==> src/source/bp_state_pkg.sv <==
/*
  Predictor storage package
  2-bit counter state encoding, tag type and the per-entry metadata
  layout (valid bit plus tag) used by the direct-mapped tables
*/
`default_nettype none

package bp_state_pkg;

  ////////////////////////////////////////
  // Counter states
  ////////////////////////////////////////
  // The top bit of the state is the taken decision
  typedef enum logic [1:0] {
    strong_not_taken = 2'b00,             // Predict not taken, saturated
    weak_not_taken   = 2'b01,             // Predict not taken, one step from flip
    weak_taken       = 2'b10,             // Predict taken, one step from flip
    strong_taken     = 2'b11              // Predict taken, saturated
  } pred_state_t;

  ////////////////////////////////////////
  // Table entry layout
  ////////////////////////////////////////
  localparam int min_index_bits = 2;      // Smallest supported table (4 entries)
  localparam int max_index_bits = 6;      // Largest supported table (64 entries)

  // Widest tag, reached at the smallest index (16-bit PC, bit 0 unused)
  localparam int max_tag_bits = 16 - min_index_bits - 1;

  typedef logic [max_tag_bits-1:0] tag_t; // Tags are zero-extended to this width

  // Metadata kept beside each payload
  typedef struct packed {
    logic valid;                          // Entry written since reset
    tag_t tag;                            // Upper PC bits of the writer
  } entry_meta_t;

endpackage

`default_nettype wire
==> src/source/bp_port_pkg.sv <==
/*
  Pipeline-facing package
  PC width and type, fetch query, decode update and prediction structs
*/
`default_nettype none

package bp_port_pkg;

  localparam int pc_bits = 16;            // Instruction address width

  typedef logic [pc_bits-1:0] pc_t;

  // Fetch stage request, answered in the same cycle
  typedef struct packed {
    pc_t  pc;                             // Address now being fetched
    logic enable;                         // Predictor enable
  } fetch_query_t;

  // Resolved branch coming back from decode
  typedef struct packed {
    pc_t                       pc;          // Branch address in decode
    bp_state_pkg::pred_state_t prev_state;  // State predicted at fetch
    logic                      taken;       // Resolved outcome
    pc_t                       target;      // Resolved target
    logic                      wen_bht;     // History table write strobe
    logic                      wen_btb;     // Target buffer write strobe
  } decode_update_t;

  // Answer to fetch
  typedef struct packed {
    logic                      taken;     // Predicted taken
    bp_state_pkg::pred_state_t state;     // Counter state read from BHT
    pc_t                       target;    // Target read from BTB
  } prediction_t;

endpackage

`default_nettype wire

==> src/source/branch_predictor.sv <==
/*
  Dynamic branch predictor top level
  BHT and BTB built from tagged_table, counter update on the BHT write
  path, prediction formed under the enable and hit rules
*/
`timescale 1ns/1ps
`default_nettype none

module branch_predictor #(
  parameter int index_bits = 3            // Index width of both tables
) (
  input  logic                        clk,
  input  logic                        rst,
  input  bp_port_pkg::fetch_query_t   query,       // From fetch
  input  bp_port_pkg::decode_update_t update,      // From decode
  output bp_port_pkg::prediction_t    prediction   // To fetch, same cycle
);

  logic                      bht_wr_en;
  logic                      btb_wr_en;
  logic                      bht_rd_hit;
  logic                      bht_wr_hit;
  bp_state_pkg::pred_state_t bht_rd_state;
  bp_state_pkg::pred_state_t bht_next_state;
  bp_port_pkg::pc_t          btb_rd_target;

  // Strobes only count while the predictor is enabled
  assign bht_wr_en = query.enable && update.wen_bht;
  assign btb_wr_en = query.enable && update.wen_btb;

  ////////////////////////////////////////
  // Branch history table
  ////////////////////////////////////////
  tagged_table #(
    .index_bits (index_bits),
    .payload_t  (bp_state_pkg::pred_state_t)
  ) u_bht (
    .clk     (clk),
    .rst     (rst),
    .rd_pc   (query.pc),
    .rd_hit  (bht_rd_hit),
    .rd_data (bht_rd_state),              // Strong not taken when invalid
    .wr_en   (bht_wr_en),
    .wr_pc   (update.pc),
    .wr_hit  (bht_wr_hit),
    .wr_data (bht_next_state)
  );

  counter_update u_counter (
    .prev_state (update.prev_state),
    .taken      (update.taken),
    .tag_hit    (bht_wr_hit),
    .next_state (bht_next_state)
  );

  ////////////////////////////////////////
  // Branch target buffer
  ////////////////////////////////////////
  // Target is read raw, its tag is not checked
  tagged_table #(
    .index_bits (index_bits),
    .payload_t  (bp_port_pkg::pc_t)
  ) u_btb (
    .clk     (clk),
    .rst     (rst),
    .rd_pc   (query.pc),
    .rd_hit  (),
    .rd_data (btb_rd_target),             // Zero when invalid
    .wr_en   (btb_wr_en),
    .wr_pc   (update.pc),
    .wr_hit  (),
    .wr_data (update.target)
  );

  ////////////////////////////////////////
  // Prediction
  ////////////////////////////////////////
  always_comb begin
    prediction = '0;                      // Disabled predictor answers zero
    if (query.enable) begin
      prediction.state  = bht_rd_state;
      prediction.taken  = bht_rd_hit && bht_rd_state[1];  // Taken only on a tag hit
      prediction.target = btb_rd_target;
    end
  end

endmodule

`default_nettype wire

==> src/source/counter_update.sv <==
/*
  2-bit saturating counter next-state logic
  Steps the counter on a tag hit, restarts at strong not taken on a miss
*/
`timescale 1ns/1ps
`default_nettype none

module counter_update (
  input  bp_state_pkg::pred_state_t prev_state,  // State predicted at fetch
  input  logic                      taken,       // Resolved outcome
  input  logic                      tag_hit,     // Entry belongs to this branch
  output bp_state_pkg::pred_state_t next_state   // State to store
);

  ////////////////////////////////////////
  // Counter step
  ////////////////////////////////////////
  always_comb begin
    next_state = bp_state_pkg::strong_not_taken;  // New or aliasing branch
    if (tag_hit) begin
      unique case (prev_state)
        bp_state_pkg::strong_not_taken: begin
          next_state = taken ? bp_state_pkg::weak_not_taken
                             : bp_state_pkg::strong_not_taken;  // Saturate low
        end
        bp_state_pkg::weak_not_taken: begin
          next_state = taken ? bp_state_pkg::weak_taken
                             : bp_state_pkg::strong_not_taken;
        end
        bp_state_pkg::weak_taken: begin
          next_state = taken ? bp_state_pkg::strong_taken
                             : bp_state_pkg::weak_not_taken;
        end
        bp_state_pkg::strong_taken: begin
          next_state = taken ? bp_state_pkg::strong_taken       // Saturate high
                             : bp_state_pkg::weak_taken;
        end
      endcase
    end
  end

endmodule

`default_nettype wire

==> src/source/tagged_table.sv <==
/*
  Direct-mapped tagged table
  Valid bit and tag per entry, payload of a parameter type,
  one combinational read port and one clocked write port
*/
`timescale 1ns/1ps
`default_nettype none

module tagged_table #(
  parameter int  index_bits = 3,                          // Table has 2**index_bits entries
  parameter type payload_t  = bp_state_pkg::pred_state_t  // Stored data type
) (
  input  logic             clk,
  input  logic             rst,
  input  bp_port_pkg::pc_t rd_pc,           // Read address
  output logic             rd_hit,          // Valid entry with matching tag
  output payload_t         rd_data,         // Zero when entry is invalid
  input  logic             wr_en,           // Write strobe
  input  bp_port_pkg::pc_t wr_pc,           // Write address
  output logic             wr_hit,          // Tag hit on the write side
  input  payload_t         wr_data          // Data stored on write
);

  localparam int entries  = 1 << index_bits;
  localparam int pc_bits  = bp_port_pkg::pc_bits;

  // Supported range check at elaboration
  if (index_bits < bp_state_pkg::min_index_bits ||
      index_bits > bp_state_pkg::max_index_bits) begin : g_bad_index
    $error("tagged_table index_bits out of range");
  end

  ////////////////////////////////////////
  // Storage
  ////////////////////////////////////////
  bp_state_pkg::entry_meta_t meta [entries];  // Valid and tag, reset
  payload_t                  data [entries];  // Payload, no reset

  logic [index_bits-1:0]     rd_idx;
  logic [index_bits-1:0]     wr_idx;
  bp_state_pkg::tag_t        rd_tag;
  bp_state_pkg::tag_t        wr_tag;
  bp_state_pkg::entry_meta_t rd_meta;
  bp_state_pkg::entry_meta_t wr_meta;

  // Index sits just above bit 0, tag takes the rest
  assign rd_idx = rd_pc[index_bits:1];
  assign wr_idx = wr_pc[index_bits:1];
  assign rd_tag = bp_state_pkg::tag_t'(rd_pc[pc_bits-1:index_bits+1]);
  assign wr_tag = bp_state_pkg::tag_t'(wr_pc[pc_bits-1:index_bits+1]);

  ////////////////////////////////////////
  // Read side
  ////////////////////////////////////////
  assign rd_meta = meta[rd_idx];
  assign rd_hit  = rd_meta.valid && (rd_meta.tag == rd_tag);
  assign rd_data = rd_meta.valid ? data[rd_idx] : payload_t'(0);  // Empty payload

  // Lookup for read-modify-write users
  assign wr_meta = meta[wr_idx];
  assign wr_hit  = wr_meta.valid && (wr_meta.tag == wr_tag);

  ////////////////////////////////////////
  // Write side
  ////////////////////////////////////////
  always_ff @(posedge clk) begin
    if (rst) begin
      for (int i = 0; i < entries; i++) begin
        meta[i].valid <= 1'b0;            // Cleared table never hits
      end
    end else if (wr_en) begin
      meta[wr_idx].valid <= 1'b1;
      meta[wr_idx].tag   <= wr_tag;       // Entry now owned by this PC
    end
  end

  always_ff @(posedge clk) begin
    if (wr_en && !rst) begin
      data[wr_idx] <= wr_data;
    end
  end

endmodule

`default_nettype wire

==> config.mk <==
export PLATFORM = sky130hd
export DESIGN_NAME = branch_predictor
export DESIGN_NICKNAME = d
export VERILOG_FILES = /design/src/source/bp_state_pkg.sv /design/src/source/bp_port_pkg.sv /design/src/source/branch_predictor.sv /design/src/source/counter_update.sv /design/src/source/tagged_table.sv
export SDC_FILE = /design/constraint.sdc
export NUM_CORES = 1
export LEC_CHECK = 0
export ABC_AREA = 1
export BUFFER_PORTS_ARGS = -buffer_cell sky130_fd_sc_hd__buf_2
export CORE_MARGIN = 2
export CORE_UTILIZATION = 50
export CTS_BUF_LIST = sky130_fd_sc_hd__clkbuf_8
export DETAILED_ROUTE_END_ITERATION = 7
export GPL_ROUTABILITY_DRIVEN = 0
export GPL_TIMING_DRIVEN = 0
export PLACE_DENSITY_LB_ADDON = 0.3
export SYNTH_ARGS = -nofsm -noshare
export SYNTH_HDL_FRONTEND = slang
export SYNTH_SLANG_ARGS = --single-unit
==> constraint.sdc <==
create_clock -name clk -period 2.8 [get_ports clk]
set_clock_uncertainty 0.1 [all_clocks]
set_input_delay 0.14 -clock clk [delete_from_list [all_inputs] [get_ports clk]]
set_output_delay 0.14 -clock clk [all_outputs]
set_load 0.005 [all_outputs]
==> results of run 1 <==
-- kinds of logic after synthesis --
group,after synthesis,synth area share
AND/OR/NAND/NOR,504,0.1746
XOR/XNOR,1,0.0007471
flip-flops,256,0.6420
AO/OA/AOI/OAI,241,0.1163
buffers and inverters,174,0.06637
-- flip-flops by register name, indices dropped and copies added, names as in the netlist --
register,count
u_btb.meta,8
u_bht.meta,104
u_btb.data,128
u_bht.data,16
-- cells in the final DEF (no fill, tap or decap), drive strengths merged, types with 7 or more instances in the layout --
master	count
inv	120
o21ai	115
nand3	77
a21oi	43
nor2	148
o22ai	43
nand2	268
o21bai	7
buf	130
nand3b	9
clkbuf	61
edfxtp	240
dfxtp	16
clkinv	21
o211ai	33
dlygate4sd3	34
-- critical path, delay by kind of cell (launching register included) --
family          cells  cell delay (ns)
compound gates      3             0.46
buf+inv             3             0.57
flops               1             0.31
simple gates        2             0.45
-- layer usage --
metal | GRT usage | up-vias | wire [um]
met1 | 0.3888 | 4446 | 13860
met3 | 0.04543 | 88 | 3464
met4 | 0.1117 | 0 | 1012
met5 | 0 | - | 0
met2 | 0.4198 | 540 | 15320
li1 | - | 4383 | -
-- metrics by stage --
step / area (um^2) / utilization
4_1_cts: 13810 / 0.5935
3_3_place_gp: 12470 / 0.5360
6_report: 13810 / 0.5935
3_5_place_dp: 12710 / 0.5465
5_1_grt: 13810 / 0.5935
2_1_floorplan: 11730 / -
-- power groups by stage --
stage	sequential [mW]	clock, mW	combinational (mW)
global placement	4.32	0	0.698
global route	4.24	3.15	0.846
floorplan	4.31	0	0.423
finish	4.24	2.97	0.776
CTS	4.24	2.98	0.760
detailed placement	4.32	0	0.721
-- how the worst min path moves through the flow --
stage	startpoint	endpoint	slack, ns
after CTS	query[0]	u_btb.meta[1][12]	0.001
final	query[0]	u_bht.meta[0][12]	0.01
after floorplan	update[25]	u_bht.meta[0][0]	0.14
after global placement	update[13]	u_btb.data[3][11]	0.31
after detailed placement	update[14]	u_btb.data[3][12]	0.32
after global routing	query[0]	u_bht.meta[0][12]	0.02
-- layout make-up --
cell class	count	area [um^2]
Buffer	66	372.9
Multi-Input combinational cell	746	3460
Fill cell	1976	9457
Tap cell	319	399.1
Clock buffer	42	578.1
Inverter	108	405.4
Clock inverter	34	175.2
Timing Repair Buffer	117	888.4
Sequential cell	256	7527
-- what timing repair did --
item	CTS	global route
endpoints found under the setup margin	0	0
hold buffers	34	0
endpoints found under the hold margin	239	0
==> reports/qor.yml, run 1 <==
synth_fp_nets: 1232
rows: 56
critical_path_class: "flip-flop to primary output"
syn_inst: 1176
final_cells: 1688
p_leak_nw: 5.494
yosys.area.top_type: "edfxtp_1"
hold_depth: 3
grt_max_degree: 17
worst_slack_ns: 0.2276
initial_core_util: 0.5040
worstPathRequired_ns: 2.56
wl_per_cell_um: 19.94
clkSinkCount: 256
yosys_warnings: 0
ir_worst_vdd_uv: 349.3
ys_seq_area_frac: 0.6420
synth_area_leaders: "edfxtp_1 61%, nand2_1 8.5%, nor2_1 4.6%"
num_io_pins: 75
grt_pass1_vias: 8758
cts_buffer_depth: 3
area_growth_syn_to_layout_pct: 17.75
report.final.slew_viol_count: 0
path_cells: "inv_1 > a21oi_1 > o21ai_0 > nand3_1 > nand3_1 > buf_2 > a21oi_1 > buf_2"
dp_cells: 1578
worstPathMaxFanout: 10
synth-edff-count: 240
finalPower_mw: 7.977
rsz0062_at_grt: "no"
hp-class: "input port to flip-flop"
drt_iter0_drc: 1137
reg2reg_depth: 11
drc: 0
numPortBuffers: 69
gr-total-overflow: 0
synth_top_area_frac: 0.6147
r2r_slack_ns: 0.69
die_y_um: 157.1
switching_share: 0.2501
fin_setup_tns_ns: 0
rr_endpoint: "u_bht.data[0][1]"
hpwlAfterDp_mm: 22.38
ys_ff_latch: 256
avgSynthCellArea_um2: 9.970
avgViaCountPerCell: 5.602
tightest_slew_ns: 0.9532
preCtsSetupSlack_ns: 0.3831
p_per_area_nw_per_um2: 577.8
grt_pass1_wl_mm: 49.82
synthArstFlopShare: 0
insertedDiodeCount: 0
critPathLaunchType: "flip-flop"
max_slew_margin: 0.3639
period_needed_ns: 2.572
period_share: 0.9187
status: "complete, no violations"
grt_usage: 0.2730
pwr-share-seq: 0.531
die-area_um2: 24690
finalHoldViolations: 0
p_int_mw: 5.983
drive_above_1_share: 0.1519
synthDistinctLibCells: 26
whs_ns: 0.01165
cap_violations: 0
clockPowerShare: 0.372
cts_made_buffers: 41
synthesis.area_um2: 11720
pwr-share-comb: 0.097
core_area_um2: 23260
arrival_ns: 2.33
synth_flop_cell: "edfxtp_1"
postCtsSetupBuffers: 0
crit_start: "u_btb.meta[1][12]"
timing.rr.start: "u_bht.meta[3][3]"
cts_root_buf: "clkbuf_8"
critPathMaxStageDelay_ns: 0.36
setup_viol: 0
h-tree-depth: 2
synthTopCellsByCount: "267 x nand2_1, 240 x edfxtp_1, 144 x nor2_1"
fmax_mhz: 388.7
nNetsFinal: 1392
ant_nets: 0
drtPass1Iterations: 6
cp_slowest_cell: "nand3_1"
cts_resized: 0
cp-endpoint: "prediction[6]"
insertion_delay_ns: 0.55
num_vias: 9457
yosysMostFrequentCell: "nand2_1"
clkTransAtPathRegs_ns: 0.06
cts_tree: "yes"
drt-total-wl_mm: 33.66
worstSetupEndpointType: "primary output"
antenna_found_initial: 0
p_sw_mw: 1.995
die_w_um: 157.1
No activity file was read; power rests on OpenSTA's default activity.
==> run 2: changes to the inputs <==
--- a/config.mk
+++ b/config.mk
@@ -9,7 +9,6 @@
 export BUFFER_PORTS_ARGS = -buffer_cell sky130_fd_sc_hd__buf_2
 export CORE_MARGIN = 2
 export CORE_UTILIZATION = 50
-export CTS_BUF_LIST = sky130_fd_sc_hd__clkbuf_8
 export DETAILED_ROUTE_END_ITERATION = 7
 export GPL_ROUTABILITY_DRIVEN = 0
 export GPL_TIMING_DRIVEN = 0
==> reports/qor.yml, run 2 (same netlist as run 1, synthesis figures left out) <==
status: "complete, no violations"
p_leak_nw: 5.421  # -1.3%
min_from: "query[0]"
worstPathRequired_ns: 2.56  # about the same
die_w_um: 157.1  # unchanged
largest_reg_flops: 128  # unchanged
hpwlAfterDp_mm: 22.38  # unchanged
critical_path_class: "flip-flop to primary output"
rows: 56  # unchanged
max_slew_margin: 0.3694  # +0.005572
postCtsHoldBufs: 33  # -2.9%
cts_resized: 0  # unchanged
nNetsFinal: 1376  # -1.1%
finalHoldViolations: 0  # unchanged
largest-register: "u_btb.data"
ant_nets: 0  # unchanged
rr_endpoint: "u_bht.data[0][1]"
die_y_um: 157.1  # unchanged
cp_num_buf_inv: 3  # unchanged
finalPower_mw: 8.102  # +1.6%
p_per_area_nw_per_um2: 587.9  # +1.7%
drtPass1Iterations: 6  # unchanged
drc: 0  # unchanged
timing.rr.start: "u_bht.meta[1][3]"
gr-total-overflow: 0  # unchanged
worstSetupEndpointType: "primary output"
hp-class: "input port to flip-flop"
num_io_pins: 75  # unchanged
postCtsSetupBuffers: 0  # unchanged
grt_max_degree: 17  # unchanged
final_cell_mix: "267 x nand2_1, 240 x edfxtp_1, 128 x nor2_1"
report.final.slew_viol_count: 0  # unchanged
h-tree-depth: 1  # -1
r2r_slack_ns: 0.74  # +0.05 ns
critPathMaxStageDelay_ns: 0.36  # about the same
num_vias: 9430  # -0.29%
rsz0062_at_grt: "no"
initial_core_util: 0.5040  # unchanged
avgViaCountPerCell: 5.698  # +1.7%
grt_pass1_vias: 8785  # +0.31%
die-area_um2: 24690  # unchanged
period_needed_ns: 2.552  # -0.02004 ns
final_common_cell: "nand2_1"
clkTransAtPathRegs_ns: 0.06  # about the same
cts_made_buffers: 26  # -37%
numPortBuffers: 69  # unchanged
area_growth_syn_to_layout_pct: 17.53
drt-total-wl_mm: 33.69  # about the same
crit_family: "buffers and inverters"
drive_above_1_share: 0.1415  # -0.01047
cts_tree: "yes"
insertion_delay_ns: 0.54  # about the same
ir_worst_vdd_uv: 428.6  # +23%
critPathLaunchType: "flip-flop"
insertedDiodeCount: 0  # unchanged
grt_pass1_wl_mm: 50.10  # +0.57%
wl_per_cell_um: 20.36  # +2.1%
reg_top3: "u_btb.data x128, u_bht.meta x104, u_bht.data x16"
antenna_found_initial: 0  # unchanged
arrival_ns: 2.31  # -0.02 ns
path_cells: "inv_1 > a21oi_1 > o21ai_0 > nand3_1 > nand3_1 > buf_2 > a21oi_1 > buf_2"
clkSinkCount: 256  # unchanged
period_share: 0.9115  # -0.007159
hold_depth: 3  # unchanged
setup_viol: 0  # unchanged
cap_violations: 0  # unchanged
fmax_mhz: 391.8  # +0.79%
worstPathMaxFanout: 10  # unchanged
hold_path_end: "u_btb.meta[7][12]"
grt_usage: 0.2740  # +0.001016
core_area_um2: 23260  # unchanged
cts_root_buf: "clkbuf_16"
tightest_slew_ns: 0.9448  # -0.008350 ns
cp_slowest_cell: "buf_2"
drt_iter0_drc: 1134  # -0.26%
reg2reg_depth: 11  # unchanged
fin_setup_tns_ns: 0  # unchanged
cts_buffer_depth: 3  # unchanged
-- run 2: area by class of cell --
class	count	area [um^2]
inverters	108	405.4
clock inverters	11	61.31
plain buffers	66	372.9
well taps	319	399.1
flip-flops and latches	256	7527
clock buffers	33	676.9
repair buffers	116	878.3
fillers	1987	9482
multi-input cells	746	3460
-- run 2: worst register-to-register path, stage by stage, from the launching register on --
cell,delay (ns)
edfxtp_1,0.36
inv_1,0.08
nand2_1,0.05
nand3_1,0.10
nand2_1,0.09
o21bai_1,0.23
nand2_1,0.08
nor2_1,0.11
nand2_1,0.06
nor2_1,0.12
nand2_1,0.10
nor2_1,0.33
-- run 2: per-layer routing --
| layer | share of wire | routed length (um) | global-route usage | vias up |
|---|---|---|---|---|
| met3 | 0.12 | 3931 | 0.04268 | 84 |
| met1 | 0.40 | 13350 | 0.3885 | 4418 |
| met5 | 0 | 0 | 0 | - |
| met4 | 0.030 | 998 | 0.1039 | 0 |
| li1 | - | - | - | 4333 |
| met2 | 0.46 | 15410 | 0.4294 | 595 |
-- run 2: worst max path at each step --
stage	from	slack [ns]	to	depth (start not counted)
after floorplan	rst	0.77	u_btb.data[2][0]	5
after global placement	rst	-0.24	u_bht.meta[5][8]	5
after detailed placement	query[4]	0.38	prediction[16]	7
after CTS	u_btb.meta[1][12]	0.24	prediction[6]	8
after global routing	u_btb.meta[6][12]	0.13	prediction[6]	8
final	u_btb.meta[1][12]	0.25	prediction[6]	8
-- run 2: power by group --
part	switching [mW]	leakage [nW]	internal [mW]
clock network	1.39	0.365	1.70
registers	0.0134	2.33	4.22
logic	0.522	2.72	0.254
-- run 2: stage by stage --
stage / util / area, um^2 / hold WS (ns) / cells / worst slack, ns
3_3_place_gp: 0.5360 / 12470 / 0.3068 / 1564 / -0.2351
3_5_place_dp: 0.5465 / 12710 / 0.3172 / 1578 / 0.3831
4_1_cts: 0.5924 / 13780 / 0.003403 / 1655 / 0.2377
5_1_grt: 0.5924 / 13780 / 0.04474 / 1655 / 0.1313
6_report: 0.5924 / 13780 / 0.02724 / 1655 / 0.2477
2_1_floorplan: - / 11730 / 0.1389 / 1176 / 0.7748
==> run 3: changes to the inputs <==
--- a/config.mk
+++ b/config.mk
@@ -5,7 +5,7 @@
 export SDC_FILE = /design/constraint.sdc
 export NUM_CORES = 1
 export LEC_CHECK = 0
-export ABC_AREA = 1
+export ABC_AREA = 0
 export BUFFER_PORTS_ARGS = -buffer_cell sky130_fd_sc_hd__buf_2
 export CORE_MARGIN = 2
 export CORE_UTILIZATION = 50
==> reports/qor.yml, run 3 <==
status: "complete, no violations"
period_needed_ns: 2.703  # +0.1504 ns
hpwlAfterDp_mm: 17.36  # -22%
preCtsSetupSlack_ns: -0.4642  # -0.8473 ns
num_io_pins: 75  # unchanged
ys_seq_area_frac: 0.6781  # +0.03611
report.final.slew_viol_count: 0  # unchanged
drive_above_1_share: 0.3653  # +0.2239
synthTopCellsByCount: "240 x edfxtp_1, 69 x mux4_2, 62 x mux2i_1"
num_vias: 6136  # -35%
drc: 0  # unchanged
avgSynthCellArea_um2: 19.01  # +91%
insertedDiodeCount: 0  # unchanged
p_int_mw: 6.369  # +3.2%
grt_max_degree: 15  # -2
tightest_slew_ns: 0.9063  # -0.03849 ns
worstPathRequired_ns: 2.56  # about the same
cap_violations: 0  # unchanged
critPathLaunchType: "flip-flop"
drt-total-wl_mm: 25.43  # -25%
period_share: 0.9653  # +0.05372
grt_usage: 0.2196  # -0.05445
pwr-share-seq: 0.522  # about the same
synthDistinctLibCells: 53  # +100%
yosys.area.top_type: "edfxtp_1"
p_leak_nw: 4.769  # -12%
ir_worst_vdd_uv: 578.2  # +35%
ys_ff_latch: 256  # unchanged
yosysMostFrequentCell: "edfxtp_1"
gr-total-overflow: 0  # unchanged
cts_buffer_depth: 3  # unchanged
final_cell_mix: "240 x edfxtp_1, 84 x buf_2, 69 x mux4_2"
multi_input_area_um2: 3453  # -0.18%
worstSetupEndpointType: "primary output"
final_common_cell: "edfxtp_1"
syn_inst: 584  # -50%
seq_area_um2: 7527  # unchanged
synth_top_area_frac: 0.6492  # +0.03457
critical_path_class: "flip-flop to primary output"
worst_slack_ns: 0.09726  # -0.1504 ns
core_area_um2: 21820  # -6.2%
fmax_mhz: 370.0  # -5.6%
synth_fp_nets: 640  # -48%
pwr-share-comb: 0.076  # -0.020
largest-register: "u_btb.data"
antenna_found_initial: 0  # unchanged
worstPathMaxFanout: 2  # -8
fin_setup_tns_ns: 0  # unchanged
ant_nets: 0  # unchanged
area_growth_syn_to_layout_pct: 20.14
reg_top3: "u_btb.data x128, u_bht.meta x104, u_bht.data x16"
numPortBuffers: 68  # -1.4%
drtPass1Iterations: 5  # -1
clkSinkCount: 256  # unchanged
avgViaCountPerCell: 5.957  # +4.6%
synth_flop_cell: "edfxtp_1"
hp-class: "input port to flip-flop"
n_fill_cell: 1520  # -24%
p_per_area_nw_per_um2: 608.6  # +3.5%
initial_core_util: 0.5087  # +0.004623
rsz0062_at_grt: "yes"
insertion_delay_ns: 0.53  # about the same
h-tree-depth: 1  # unchanged
cts_root_buf: "clkbuf_16"
die-area_um2: 23410  # -5.2%
cts_made_buffers: 26  # unchanged
yosys_warnings: 0  # unchanged
drt_iter0_drc: 449  # -60%
cts_tree: "yes"
synth_area_leaders: "edfxtp_1 65%, mux4_2 14%, mux2i_1 5.6%"
whs_ns: 0.1043  # +0.07707 ns
synth-edff-count: 240  # unchanged
finalHoldViolations: 0  # unchanged
switching_share: 0.2154  # -0.02261
largest_reg_flops: 128  # unchanged
clockPowerShare: 0.402  # +0.021
postCtsSetupBuffers: 0  # unchanged
die_y_um: 153  # -2.6%
grt_pass1_wl_mm: 39.03  # -22%
die_w_um: 153  # -2.6%
max_slew_margin: 0.3925  # +0.02305
synthesis.area_um2: 11100  # -5.3%
wl_per_cell_um: 24.69  # +21%
rows: 54  # -3.6%
clkTransAtPathRegs_ns: 0.06  # about the same
setup_viol: 0  # unchanged
arrival_ns: 2.46  # +0.15 ns
p_sw_mw: 1.748  # -9.3%
grt_pass1_vias: 6544  # -26%
synthArstFlopShare: 0  # unchanged
nNetsFinal: 786  # -43%
run 3: cell types whose count changed in the layout (fill, tap and decap cells not counted), sizes merged, moves of 62 or more:
cell	change
inv	-103
nor2	-118
nand2	-249
mux4	+69
o21ai	-115
mux2i	+62
nand3	-74
run 3: critical path: stages, from the launching register on:
cell	delay, ns
edfxtp_1	0.41
mux4_2	0.51
mux2i_2	0.25
xor2_2	0.26
nand2_1	0.11
nor4_2	0.25
buf_2	0.15
run 3: layer usage:
layer,wire length [um],vias up,track usage
li1,-,2689,-
met1,10350,3170,0.2918
met2,13170,225,0.3859
met3,1289,52,0.02864
met4,620,0,0.05864
met5,0,-,0
run 3: worst paths after layout:
check	slack, ns	from	depth (start not counted)	endpoint
setup reg to reg	0.26	u_bht.meta[6][4]	6	u_bht.data[5][1]
hold reg to reg	0.36	u_btb.meta[6][12]	1	u_btb.meta[6][12]
setup / recovery	0.1	u_bht.meta[1][5]	6	prediction[18]
hold / removal	0.10	update[1]	3	u_bht.meta[2][4]
run 3: area by class of cell:
class / instances / share of cell area
Buffer: 32 / 0.01764
Clock buffer: 35 / 0.05282
Clock inverter: 13 / 0.007787
Inverter: 3 / 0.0008444
Multi-Input combinational cell: 293 / 0.2589
Sequential cell: 256 / 0.5644
Tap cell: 280 / 0.02627
Timing Repair Buffer: 118 / 0.07130
run 3: metrics by stage:
stage	cell area (um^2)	instances	power, mW	utilization
after floorplan	11100	584	4.680	-
after global routing	13340	1030	8.374	0.6111
after CTS	13290	1030	8.164	0.6091
after global placement	11790	932	4.857	0.5403
after detailed placement	12170	953	4.894	0.5577
final	13340	1030	8.117	0.6111
run 3: cells by family (layout without fill, tap and decap cells):
family          count (synthesis)  after routing  share of synthesized area
compound gates                 42             42                    0.03460
xor+xnor                       21             21                    0.01657
fa+ha+maj                       2              2                   0.001803
buf+inv                        35            201                    0.02153
flops                         256            256                     0.6781
mux                           142            142                     0.2071
simple gates                   86             86                    0.04035
run 3: timing repair:
item | 4_1_cts | 5_1_grt
resized for setup | 4 | 9
hold endpoints to repair | 230 | 0
setup endpoints to repair | 9 | 11
hold buffers | 29 | 0
pin swaps | 0 | 1
run 3: power groups by stage:
stage | Combinational (mW) | Sequential, mW | Clock, mW
after floorplan | 0.365 | 4.32 | 0
after global placement | 0.540 | 4.32 | 0
after detailed placement | 0.575 | 4.32 | 0
after CTS | 0.612 | 4.24 | 3.31
after global routing | 0.659 | 4.24 | 3.48
final | 0.617 | 4.24 | 3.26
